### src/design/cmp_pkg.sv
package cmp_pkg;

	// input FIFO entries, also the credits a sender starts with
	localparam int FIFO_DEPTH = 16;

	// comparator table size and its index / count widths
	localparam int NUM_HASHES = 32;
	localparam int HASH_IDX_W = 5;
	// count covers 0 to NUM_HASHES inclusive, so one bit wider than the index
	localparam int HASH_COUNT_W = 6;

	localparam int MAX_SALT_LEN = 16;

	// closing byte of every config packet
	localparam logic [7:0] CMP_MAGIC = 8'hCC;

	// config store addressing
	localparam int STORE_ADDR_W = 5;
	// iteration count at 0..3, least significant byte first
	localparam int ITER_BASE = 0;
	localparam int SALT_LEN_ADDR = 4;
	// salt bytes at 8..23
	localparam int SALT_BASE = 8;

	typedef enum logic [3:0] {
		ST_START,
		ST_WAIT_APPLIED,
		ST_SALT_LEN,
		ST_SALT,
		ST_ITER,
		ST_COUNT_LO,
		ST_COUNT_HI,
		ST_CMP_DATA,
		ST_MAGIC
	} parser_state_t;

	typedef enum logic [1:0] {
		SR_IDLE,
		SR_SCAN,
		SR_DONE
	} search_state_t;

endpackage

### src/design/cmp_config_parser.sv
`timescale 1ns/100ps

module cmp_config_parser (
	input  logic                            CLK,
	input  logic                            arst_n,
	input  logic                            mode_cmp,
	input  logic                            fifo_valid,
	input  logic [7:0]                      fifo_data,
	output logic                            fifo_pop,
	input  logic                            cmp_config_applied,
	output logic                            new_cmp_config,
	output logic                            config_ready,
	output logic                            error,
	output logic                            store_wr_en,
	output logic [cmp_pkg::STORE_ADDR_W-1:0] store_wr_addr,
	output logic [7:0]                      store_wr_data,
	output logic                            tbl_clear,
	output logic                            tbl_wr_en,
	output logic [7:0]                      tbl_wr_byte,
	output logic [cmp_pkg::HASH_COUNT_W-1:0] hash_count
);
	import cmp_pkg::*;

	parser_state_t           state;
	// next salt byte address within SALT_BASE..SALT_BASE+15
	logic [STORE_ADDR_W-1:0] salt_addr;
	// byte index inside the 4-byte iteration count
	logic [1:0]              iter_cnt;
	// byte index inside the comparator data at 4 bytes per hash
	logic [HASH_COUNT_W+1:0] cmp_cnt;
	// low byte of the hash count held until the high byte arrives
	logic [7:0]              count_lo;
	logic [15:0]             count_full;
	logic                    take;

	// consume a byte whenever one is present except while waiting on the engine
	// a sticky error freezes the parser and lets the FIFO fill up
	assign take = fifo_valid && !error && (state != ST_WAIT_APPLIED);
	assign fifo_pop = take;

	assign count_full = {fifo_data, count_lo};

	// salt length, salt and iteration bytes land in the config store
	assign store_wr_en = take &&
		(state == ST_SALT_LEN || state == ST_SALT || state == ST_ITER);
	assign store_wr_data = fifo_data;

	always_comb begin
		case (state)
			ST_SALT_LEN: store_wr_addr = STORE_ADDR_W'(SALT_LEN_ADDR);
			ST_SALT:     store_wr_addr = salt_addr;
			default:     store_wr_addr = STORE_ADDR_W'(ITER_BASE) + STORE_ADDR_W'(iter_cnt);
		endcase
	end

	// any start byte empties the table including a bad one
	assign tbl_clear = take && (state == ST_START);

	// hash bytes stream straight to the table assembler
	assign tbl_wr_en = take && (state == ST_CMP_DATA);
	assign tbl_wr_byte = fifo_data;

	always_ff @(posedge CLK or negedge arst_n) begin
		if (!arst_n) begin
			state <= ST_START;
			salt_addr <= STORE_ADDR_W'(SALT_BASE);
			iter_cnt <= '0;
			cmp_cnt <= '0;
			count_lo <= '0;
			hash_count <= '0;
			new_cmp_config <= 1'b0;
			config_ready <= 1'b0;
			error <= 1'b0;
		end else if (state == ST_WAIT_APPLIED) begin
			// stalled here until the engine acknowledges
			if (cmp_config_applied && !error) begin
				new_cmp_config <= 1'b0;
				state <= ST_SALT_LEN;
			end
		end else if (take) begin
			case (state)
				ST_START: begin
					// previous configuration no longer valid
					config_ready <= 1'b0;
					hash_count <= '0;
					if (fifo_data != 8'd0) begin
						error <= 1'b1;
					end else begin
						new_cmp_config <= 1'b1;
						state <= ST_WAIT_APPLIED;
					end
				end

				ST_SALT_LEN: begin
					salt_addr <= STORE_ADDR_W'(SALT_BASE);
					iter_cnt <= '0;
					if (fifo_data == 8'd0 || fifo_data > 8'(MAX_SALT_LEN))
						error <= 1'b1;
					else
						state <= ST_SALT;
				end

				// always 16 salt bytes on the wire as short salts are padded
				ST_SALT: begin
					salt_addr <= salt_addr + 1'b1;
					if (salt_addr == STORE_ADDR_W'(SALT_BASE + MAX_SALT_LEN - 1))
						state <= ST_ITER;
				end

				ST_ITER: begin
					iter_cnt <= iter_cnt + 1'b1;
					if (iter_cnt == 2'd3)
						state <= ST_COUNT_LO;
				end

				ST_COUNT_LO: begin
					count_lo <= fifo_data;
					state <= ST_COUNT_HI;
				end

				// full 16-bit count is checked once both bytes are known
				ST_COUNT_HI: begin
					cmp_cnt <= '0;
					if (count_full > 16'(NUM_HASHES)) begin
						error <= 1'b1;
					end else if (!mode_cmp && count_full != 16'd0) begin
						// hash data is not accepted with the comparator disabled
						error <= 1'b1;
					end else begin
						hash_count <= HASH_COUNT_W'(count_full);
						if (mode_cmp && count_full != 16'd0)
							state <= ST_CMP_DATA;
						else
							state <= ST_MAGIC;
					end
				end

				ST_CMP_DATA: begin
					cmp_cnt <= cmp_cnt + 1'b1;
					// last byte of the last hash
					if (cmp_cnt == {hash_count - 1'b1, 2'b11})
						state <= ST_MAGIC;
				end

				ST_MAGIC: begin
					if (fifo_data == CMP_MAGIC) begin
						config_ready <= 1'b1;
						state <= ST_START;
					end else begin
						error <= 1'b1;
					end
				end

				default: state <= ST_START;
			endcase
		end
	end

endmodule

### src/design/cmp_subsystem_top.sv
`timescale 1ns/100ps

module cmp_subsystem_top (
	input  logic                            CLK,
	input  logic                            arst_n,
	input  logic                            mode_cmp,
	input  logic                            in_valid,
	input  logic [7:0]                      in_data,
	output logic                            credit_return,
	input  logic                            cmp_config_applied,
	output logic                            new_cmp_config,
	output logic                            config_ready,
	output logic                            error,
	input  logic [cmp_pkg::STORE_ADDR_W-1:0] rd_addr,
	output logic [7:0]                      rd_data,
	input  logic                            cmp_req,
	input  logic [31:0]                     cmp_word,
	output logic                            cmp_done,
	output logic                            cmp_hit,
	output logic [cmp_pkg::HASH_IDX_W-1:0]   cmp_idx
);
	import cmp_pkg::*;

	// FIFO to parser
	logic                    fifo_valid;
	logic [7:0]              fifo_data;
	logic                    fifo_pop;

	// parser to config store
	logic                    store_wr_en;
	logic [STORE_ADDR_W-1:0] store_wr_addr;
	logic [7:0]              store_wr_data;

	// parser to hash table
	logic                    tbl_clear;
	logic                    tbl_wr_en;
	logic [7:0]              tbl_wr_byte;
	logic [HASH_COUNT_W-1:0] hash_count;

	credit_rx_fifo u_fifo (
		.CLK           (CLK),
		.arst_n        (arst_n),
		.in_valid      (in_valid),
		.in_data       (in_data),
		.fifo_pop      (fifo_pop),
		.fifo_valid    (fifo_valid),
		.fifo_data     (fifo_data),
		.credit_return (credit_return)
	);

	cmp_config_parser u_parser (
		.CLK                (CLK),
		.arst_n             (arst_n),
		.mode_cmp           (mode_cmp),
		.fifo_valid         (fifo_valid),
		.fifo_data          (fifo_data),
		.fifo_pop           (fifo_pop),
		.cmp_config_applied (cmp_config_applied),
		.new_cmp_config     (new_cmp_config),
		.config_ready       (config_ready),
		.error              (error),
		.store_wr_en        (store_wr_en),
		.store_wr_addr      (store_wr_addr),
		.store_wr_data      (store_wr_data),
		.tbl_clear          (tbl_clear),
		.tbl_wr_en          (tbl_wr_en),
		.tbl_wr_byte        (tbl_wr_byte),
		.hash_count         (hash_count)
	);

	config_store u_store (
		.CLK           (CLK),
		.arst_n        (arst_n),
		.store_wr_en   (store_wr_en),
		.store_wr_addr (store_wr_addr),
		.store_wr_data (store_wr_data),
		.rd_addr       (rd_addr),
		.rd_data       (rd_data)
	);

	// searches are gated by config_ready so the table is never read mid-load
	hash_table u_table (
		.CLK          (CLK),
		.arst_n       (arst_n),
		.tbl_clear    (tbl_clear),
		.tbl_wr_en    (tbl_wr_en),
		.tbl_wr_byte  (tbl_wr_byte),
		.hash_count   (hash_count),
		.config_ready (config_ready),
		.cmp_req      (cmp_req),
		.cmp_word     (cmp_word),
		.cmp_done     (cmp_done),
		.cmp_hit      (cmp_hit),
		.cmp_idx      (cmp_idx)
	);

endmodule

### src/design/config_store.sv
`timescale 1ns/100ps

module config_store (
	input  logic                            CLK,
	input  logic                            arst_n,
	input  logic                            store_wr_en,
	input  logic [cmp_pkg::STORE_ADDR_W-1:0] store_wr_addr,
	input  logic [7:0]                      store_wr_data,
	input  logic [cmp_pkg::STORE_ADDR_W-1:0] rd_addr,
	output logic [7:0]                      rd_data
);
	import cmp_pkg::*;

	localparam int NUM_BYTES = 2 ** STORE_ADDR_W;

	// 0..3 iteration count, 4 salt length, 8..23 salt, rest unused
	logic [7:0] mem [NUM_BYTES];

	// unwritten locations read back as zero
	always_ff @(posedge CLK or negedge arst_n) begin
		if (!arst_n) begin
			for (int i = 0; i < NUM_BYTES; i++)
				mem[i] <= 8'd0;
		end else if (store_wr_en) begin
			mem[store_wr_addr] <= store_wr_data;
		end
	end

	// asynchronous read port for the engine
	assign rd_data = mem[rd_addr];

endmodule

### src/design/credit_rx_fifo.sv
`timescale 1ns/100ps

module credit_rx_fifo (
	input  logic       CLK,
	input  logic       arst_n,
	input  logic       in_valid,
	input  logic [7:0] in_data,
	input  logic       fifo_pop,
	output logic       fifo_valid,
	output logic [7:0] fifo_data,
	output logic       credit_return
);
	import cmp_pkg::*;

	localparam int PTR_W = $clog2(FIFO_DEPTH);

	logic [7:0]     mem [FIFO_DEPTH];
	logic [PTR_W-1:0] wr_ptr;
	logic [PTR_W-1:0] rd_ptr;
	// one extra bit so a completely full buffer is representable
	logic [PTR_W:0]   count;
	logic             push;
	logic             pop;

	// sender only writes while holding a credit so the buffer never overflows
	assign push = in_valid;
	// ignore a pop request against an empty buffer
	assign pop = fifo_pop && fifo_valid;

	assign fifo_valid = (count != '0);
	// head of queue shown combinationally
	assign fifo_data = mem[rd_ptr];

	// byte storage
	always_ff @(posedge CLK) begin
		if (push)
			mem[wr_ptr] <= in_data;
	end

	always_ff @(posedge CLK or negedge arst_n) begin
		if (!arst_n) begin
			wr_ptr <= '0;
			rd_ptr <= '0;
			count <= '0;
			credit_return <= 1'b0;
		end else begin
			// pointers wrap at the end of the buffer
			if (push)
				wr_ptr <= (wr_ptr == PTR_W'(FIFO_DEPTH - 1)) ? '0 : wr_ptr + 1'b1;
			if (pop)
				rd_ptr <= (rd_ptr == PTR_W'(FIFO_DEPTH - 1)) ? '0 : rd_ptr + 1'b1;
			case ({push, pop})
				2'b10: count <= count + 1'b1;
				2'b01: count <= count - 1'b1;
				default: count <= count;
			endcase
			// every consumed byte hands one credit back one cycle later
			credit_return <= pop;
		end
	end

endmodule

### src/design/hash_table.sv
`timescale 1ns/100ps

module hash_table (
	input  logic                            CLK,
	input  logic                            arst_n,
	input  logic                            tbl_clear,
	input  logic                            tbl_wr_en,
	input  logic [7:0]                      tbl_wr_byte,
	input  logic [cmp_pkg::HASH_COUNT_W-1:0] hash_count,
	input  logic                            config_ready,
	input  logic                            cmp_req,
	input  logic [31:0]                     cmp_word,
	output logic                            cmp_done,
	output logic                            cmp_hit,
	output logic [cmp_pkg::HASH_IDX_W-1:0]   cmp_idx
);
	import cmp_pkg::*;

	logic [31:0]             mem [NUM_HASHES];

	// word assembler with the least significant byte first
	logic [1:0]              byte_cnt;
	logic [23:0]             word_buf;
	// index the next complete word goes to
	logic [HASH_IDX_W-1:0]   wr_idx;
	logic                    word_done;

	search_state_t           sr_state;
	logic [HASH_IDX_W-1:0]   scan_idx;
	logic [31:0]             key;
	logic                    last_entry;
	logic                    entry_match;

	assign word_done = tbl_wr_en && (byte_cnt == 2'd3);

	always_ff @(posedge CLK or negedge arst_n) begin
		if (!arst_n) begin
			byte_cnt <= '0;
			wr_idx <= '0;
		end else if (tbl_clear) begin
			byte_cnt <= '0;
			wr_idx <= '0;
		end else if (tbl_wr_en) begin
			byte_cnt <= byte_cnt + 1'b1;
			if (word_done)
				wr_idx <= wr_idx + 1'b1;
		end
	end

	// partial word bytes and completed table entries
	always_ff @(posedge CLK) begin
		if (tbl_wr_en && !word_done)
			word_buf[8*byte_cnt +: 8] <= tbl_wr_byte;
		if (word_done)
			mem[wr_idx] <= {tbl_wr_byte, word_buf};
	end

	// only entries below hash_count take part in the search
	assign entry_match = (hash_count != '0) && (mem[scan_idx] == key);
	assign last_entry = (HASH_COUNT_W'(scan_idx) + 1'b1 >= hash_count);

	// search key held for the whole scan
	always_ff @(posedge CLK) begin
		if (sr_state == SR_IDLE && cmp_req && config_ready)
			key <= cmp_word;
	end

	always_ff @(posedge CLK or negedge arst_n) begin
		if (!arst_n) begin
			sr_state <= SR_IDLE;
			scan_idx <= '0;
			cmp_hit <= 1'b0;
			cmp_idx <= '0;
		end else begin
			case (sr_state)
				// requests while not ready are dropped
				SR_IDLE: begin
					if (cmp_req && config_ready) begin
						scan_idx <= '0;
						sr_state <= SR_SCAN;
					end
				end

				// one entry per cycle where the first match wins
				SR_SCAN: begin
					if (entry_match) begin
						cmp_hit <= 1'b1;
						cmp_idx <= scan_idx;
						sr_state <= SR_DONE;
					end else if (last_entry) begin
						// miss reports index 0
						cmp_hit <= 1'b0;
						cmp_idx <= '0;
						sr_state <= SR_DONE;
					end else begin
						scan_idx <= scan_idx + 1'b1;
					end
				end

				SR_DONE: sr_state <= SR_IDLE;

				default: sr_state <= SR_IDLE;
			endcase
		end
	end

	// result registers are valid exactly while in SR_DONE
	assign cmp_done = (sr_state == SR_DONE);

endmodule

### config.mk
export PLATFORM = sky130hd
export DESIGN_NAME = cmp_subsystem_top
export DESIGN_NICKNAME = d
export VERILOG_FILES = /design/src/design/cmp_pkg.sv /design/src/design/cmp_config_parser.sv /design/src/design/cmp_subsystem_top.sv /design/src/design/config_store.sv /design/src/design/credit_rx_fifo.sv /design/src/design/hash_table.sv
export SDC_FILE = /design/constraint.sdc
export NUM_CORES = 2
export LEC_CHECK = 0
export ABC_AREA = 1
export BUFFER_PORTS_ARGS = -buffer_cell sky130_fd_sc_hd__buf_2
export CAP_MARGIN = 20
export CORE_MARGIN = 2
export CORE_UTILIZATION = 35
export DETAILED_ROUTE_END_ITERATION = 6
export PLACE_DENSITY_LB_ADDON = 0.3
export REMOVE_ABC_BUFFERS = 1
export SYNTH_ARGS = -nofsm -noshare
export SYNTH_HDL_FRONTEND = slang
export SYNTH_SLANG_ARGS = --single-unit
### constraint.sdc
create_clock -name CLK -period 5.6 [get_ports CLK]
set_clock_uncertainty 0.05 [all_clocks]
set_input_delay 0.28 -clock CLK [delete_from_list [all_inputs] [get_ports CLK]]
set_output_delay 0.28 -clock CLK [all_outputs]
set_load 0.02 [all_outputs]
==> results.yml <==
logic_synthesis:
  synth_cells: 5862
  yosysWarnings: 0
  syn_area_per_cell_um2: 10.92
  synth_compound_area_frac: 0.07997
  synth_xor_xnor_area_share: 0.002190
  ys_seq_area_frac: 0.6943
  ys_ff_latch: 1534
  synth_edf_count: 1208
  synth_ff_type: "edfxtp_1"
  syn_area_um2: 63990
  synth.distinct_cells: 58
  synthAdderAreaFrac: 0.005787
  synthSimpleGateAreaFrac: 0.1829
  ys_async_sr_fraction: 0.2125
  synth_top_family_by_area: "simple AND/OR/NAND/NOR gates"
  synthMuxAreaShare: 0.0001564
cts:
  clock_latency_ps: 800
  tritoncts: "built"
  htreeDepth: 4
  clock-sinks: 1534
  clock-root-buffer: "clkbuf_16"
  numCtsBuffers: 156
  cts.clk_slew.worst_paths_ps: 60
  cts_buffer_depth: 3
detailed_routing:
  met2_length_um: 86820
  ant_nets: 0
  wl_per_cell_um: 22.05
  firstDrtPassIters: 6
  top_layer_used: "met5"
  drt_iter0_drc: 4809
  wl_met3_um: 13090
  vias: 44000
  wl_um: 185600
  viasPerCell: 5.228
  wl_met1_um: 81030
  route.detailed.drc: 0
timing:
  layout_setup_ws_ps: 1303
  hold_violations: 0
  tightest_slew_ps: 1094
  setup_viol: 0
  fmax_mhz: 232.7
  rsz0062_at_grt: "false"
  period_share: 0.7672
  maxSlewViolCount: 0
  max_slew_margin: 0.2704
  period_needed_ps: 4297
outcome:
  status: "complete, no violations"
placement:
  dp.cells: 8079
  portBuffers: 69
  hpwl_um: 105000
  place_ws_ps: 1290
  gp_congestion: 0.8514
global_routing:
  grt_max_degree: 154
  grtUsageTotal: 0.1975
  grt_pass1_wl_um: 277100
  overflow: 0
  antenna_found_initial: 4
  grt_pass1_vias: 41970
floorplan:
  fp.dieH_um: 431.6
  core-area_um2: 181100
  die_w_um: 431.6
  floorplan.initialDensity: 0.3533
  ioPinCount: 70
  dieArea_um2: 186300
  num_rows: 156
finish:
  layout_common_cells: "nand2_1, edfxtp_1, nand3_1"
  final_common_cell: "nand2_1"
  num-nets-final: 6002
  diodes: 0
  fin_util: 0.4021
  drive_above_1_share: 0.08450
  layout.cells.non_filler: 8417
  area_growth_pct: 13.82
power_and_ir_drop:
  power_w: 0.02309
  power.density_nw_per_um2: 317.0
  cellLeakagePower_nw: 25.79
  ir_drop_mv: 0.2310
worst_setup_path:
  cp.arrival_ps: 4970
  worst_ep_required_time_ps: 6270
  startpoint_type: "register"
  worstSetupPathType: "reg2reg"
  end_kind: "register"
  path_max_fanout: 34
hold_path:
  min-delay-path-class: "in2async"
job:
  max_cap_violations: 0
==> power by group <==
group / internal, W / switching, W
sequential: 0.0123 / 0.0000409
combinational: 0.000164 / 0.000477
clock: 0.00569 / 0.00439
==> cells by family (layout without fill, tap and decap cells) <==
kind of cell	after synthesis	count (layout)
buf+inv	506	691
compound gates	918	918
xor+xnor	16	16
mux	1	1
fa+ha+maj	29	29
flops	1534	1534
simple gates	2858	2858
==> final cells by class <==
type	count	area, um2
fillers	17290	108300
flip-flops and latches	1534	44450
multi-input cells	3822	17610
clock buffers	223	4404
well taps	2370	2965
repair buffers	242	2325
inverters	166	648.1
clock inverters	60	442.9
==> Yosys cell counts (11+ instances only) <==
library cell | count | area share
nor3_1 | 19 | 0.0015
inv_1 | 142 | 0.0083
a21oi_1 | 200 | 0.016
nand2_1 | 1774 | 0.10
dfrtp_1 | 325 | 0.13
o221ai_1 | 36 | 0.0049
nand3_1 | 567 | 0.044
edfxtp_1 | 1208 | 0.57
a211oi_1 | 25 | 0.0029
xor2_1 | 12 | 0.0016
o211ai_1 | 35 | 0.0041
o21ai_0 | 503 | 0.039
nor2_1 | 450 | 0.026
ha_1 | 28 | 0.0055
buf_2 | 181 | 0.014
o21ai_1 | 11 | 0.00086
o22ai_1 | 54 | 0.0053
inv_2 | 16 | 0.00094
clkbuf_1 | 129 | 0.0076
buf_4 | 15 | 0.0018
buf_1 | 11 | 0.00065
==> path summary, 6_finish.rpt <==
kind	end	slack [ps]	depth (start not counted)	startpoint
hold reg to reg	u_store.mem[100]$_DFFE_PN0P_	430	2	u_store.mem[100]$_DFFE_PN0P_
min in group CLK	u_table.key[24]$_DFFE_PP_	150	2	cmp_word[24]
max in group asynchronous	u_table.scan_idx[0]$_DFFE_PN0P_	4190	3	arst_n
setup reg to reg	u_table.scan_idx[0]$_DFFE_PN0P_	1300	19	u_table.scan_idx[2]$_DFFE_PN0P_
setup / recovery	u_table.scan_idx[0]$_DFFE_PN0P_	1300	19	u_table.scan_idx[2]$_DFFE_PN0P_
hold / removal	u_store.mem[218]$_DFFE_PN0P_	60	2	arst_n
==> state kept, by name, indices dropped and copies added (netlist names), 2 cells and up <==
signal               cells
u_table.mem           1024
u_store.mem            256
u_fifo.mem             128
u_table.key             32
u_table.word_buf        24
u_parser.cmp_cnt         8
u_parser.count_lo        8
u_parser.hash_count      6
u_fifo.count             5
u_parser.salt_addr       5
u_table.cmp_idx          5
u_table.scan_idx         5
u_table.wr_idx           5
u_fifo.rd_ptr            4
u_fifo.wr_ptr            4
u_parser.state           4
u_parser.iter_cnt        2
u_table.byte_cnt         2
u_table.sr_state         2
==> critical path, cell delays in order (launching register included) <==
cell and delay, ps:
dfrtp_1 570, inv_6 220, nor2_4 680, buf_4 370, nand2_1 80, nand2_1 70, nor2_1 50, nand2_1 60
nand3_1 100, nand3_1 120, nand2_1 60, nor2_1 250, nand2_1 90, nor2_1 470, nand2_1 220, nor2_2 220
nand3_4 180, nand2_2 160, nand2_1 70, nand2_1 90
==> metal layers <==
metal  vias to the layer above  track usage
met5                         -            0
met4                         2      0.05537
met3                       271      0.03276
met2                      1560       0.3154
met1                     21700       0.2780
li1                      20470            -
==> per-stage QoR <==
step	area, um2	setup TNS [ps]	hold slack (ps)
after detailed placement	67280	0	304.8
final	72840	0	56.52
after global placement	67250	0	309.1
after CTS	72570	0	47.74
after global routing	72840	0	97.83
after floorplan	62400	-200930	-65.59
==> timing repair <==
action	in CTS	in global routing
buffers inserted	0	0
setup endpoints to repair	0	0
gates resized for setup	0	0
hold buffers	44	0
hold endpoints to repair	260	0
(Power assumes the default switching activity.)
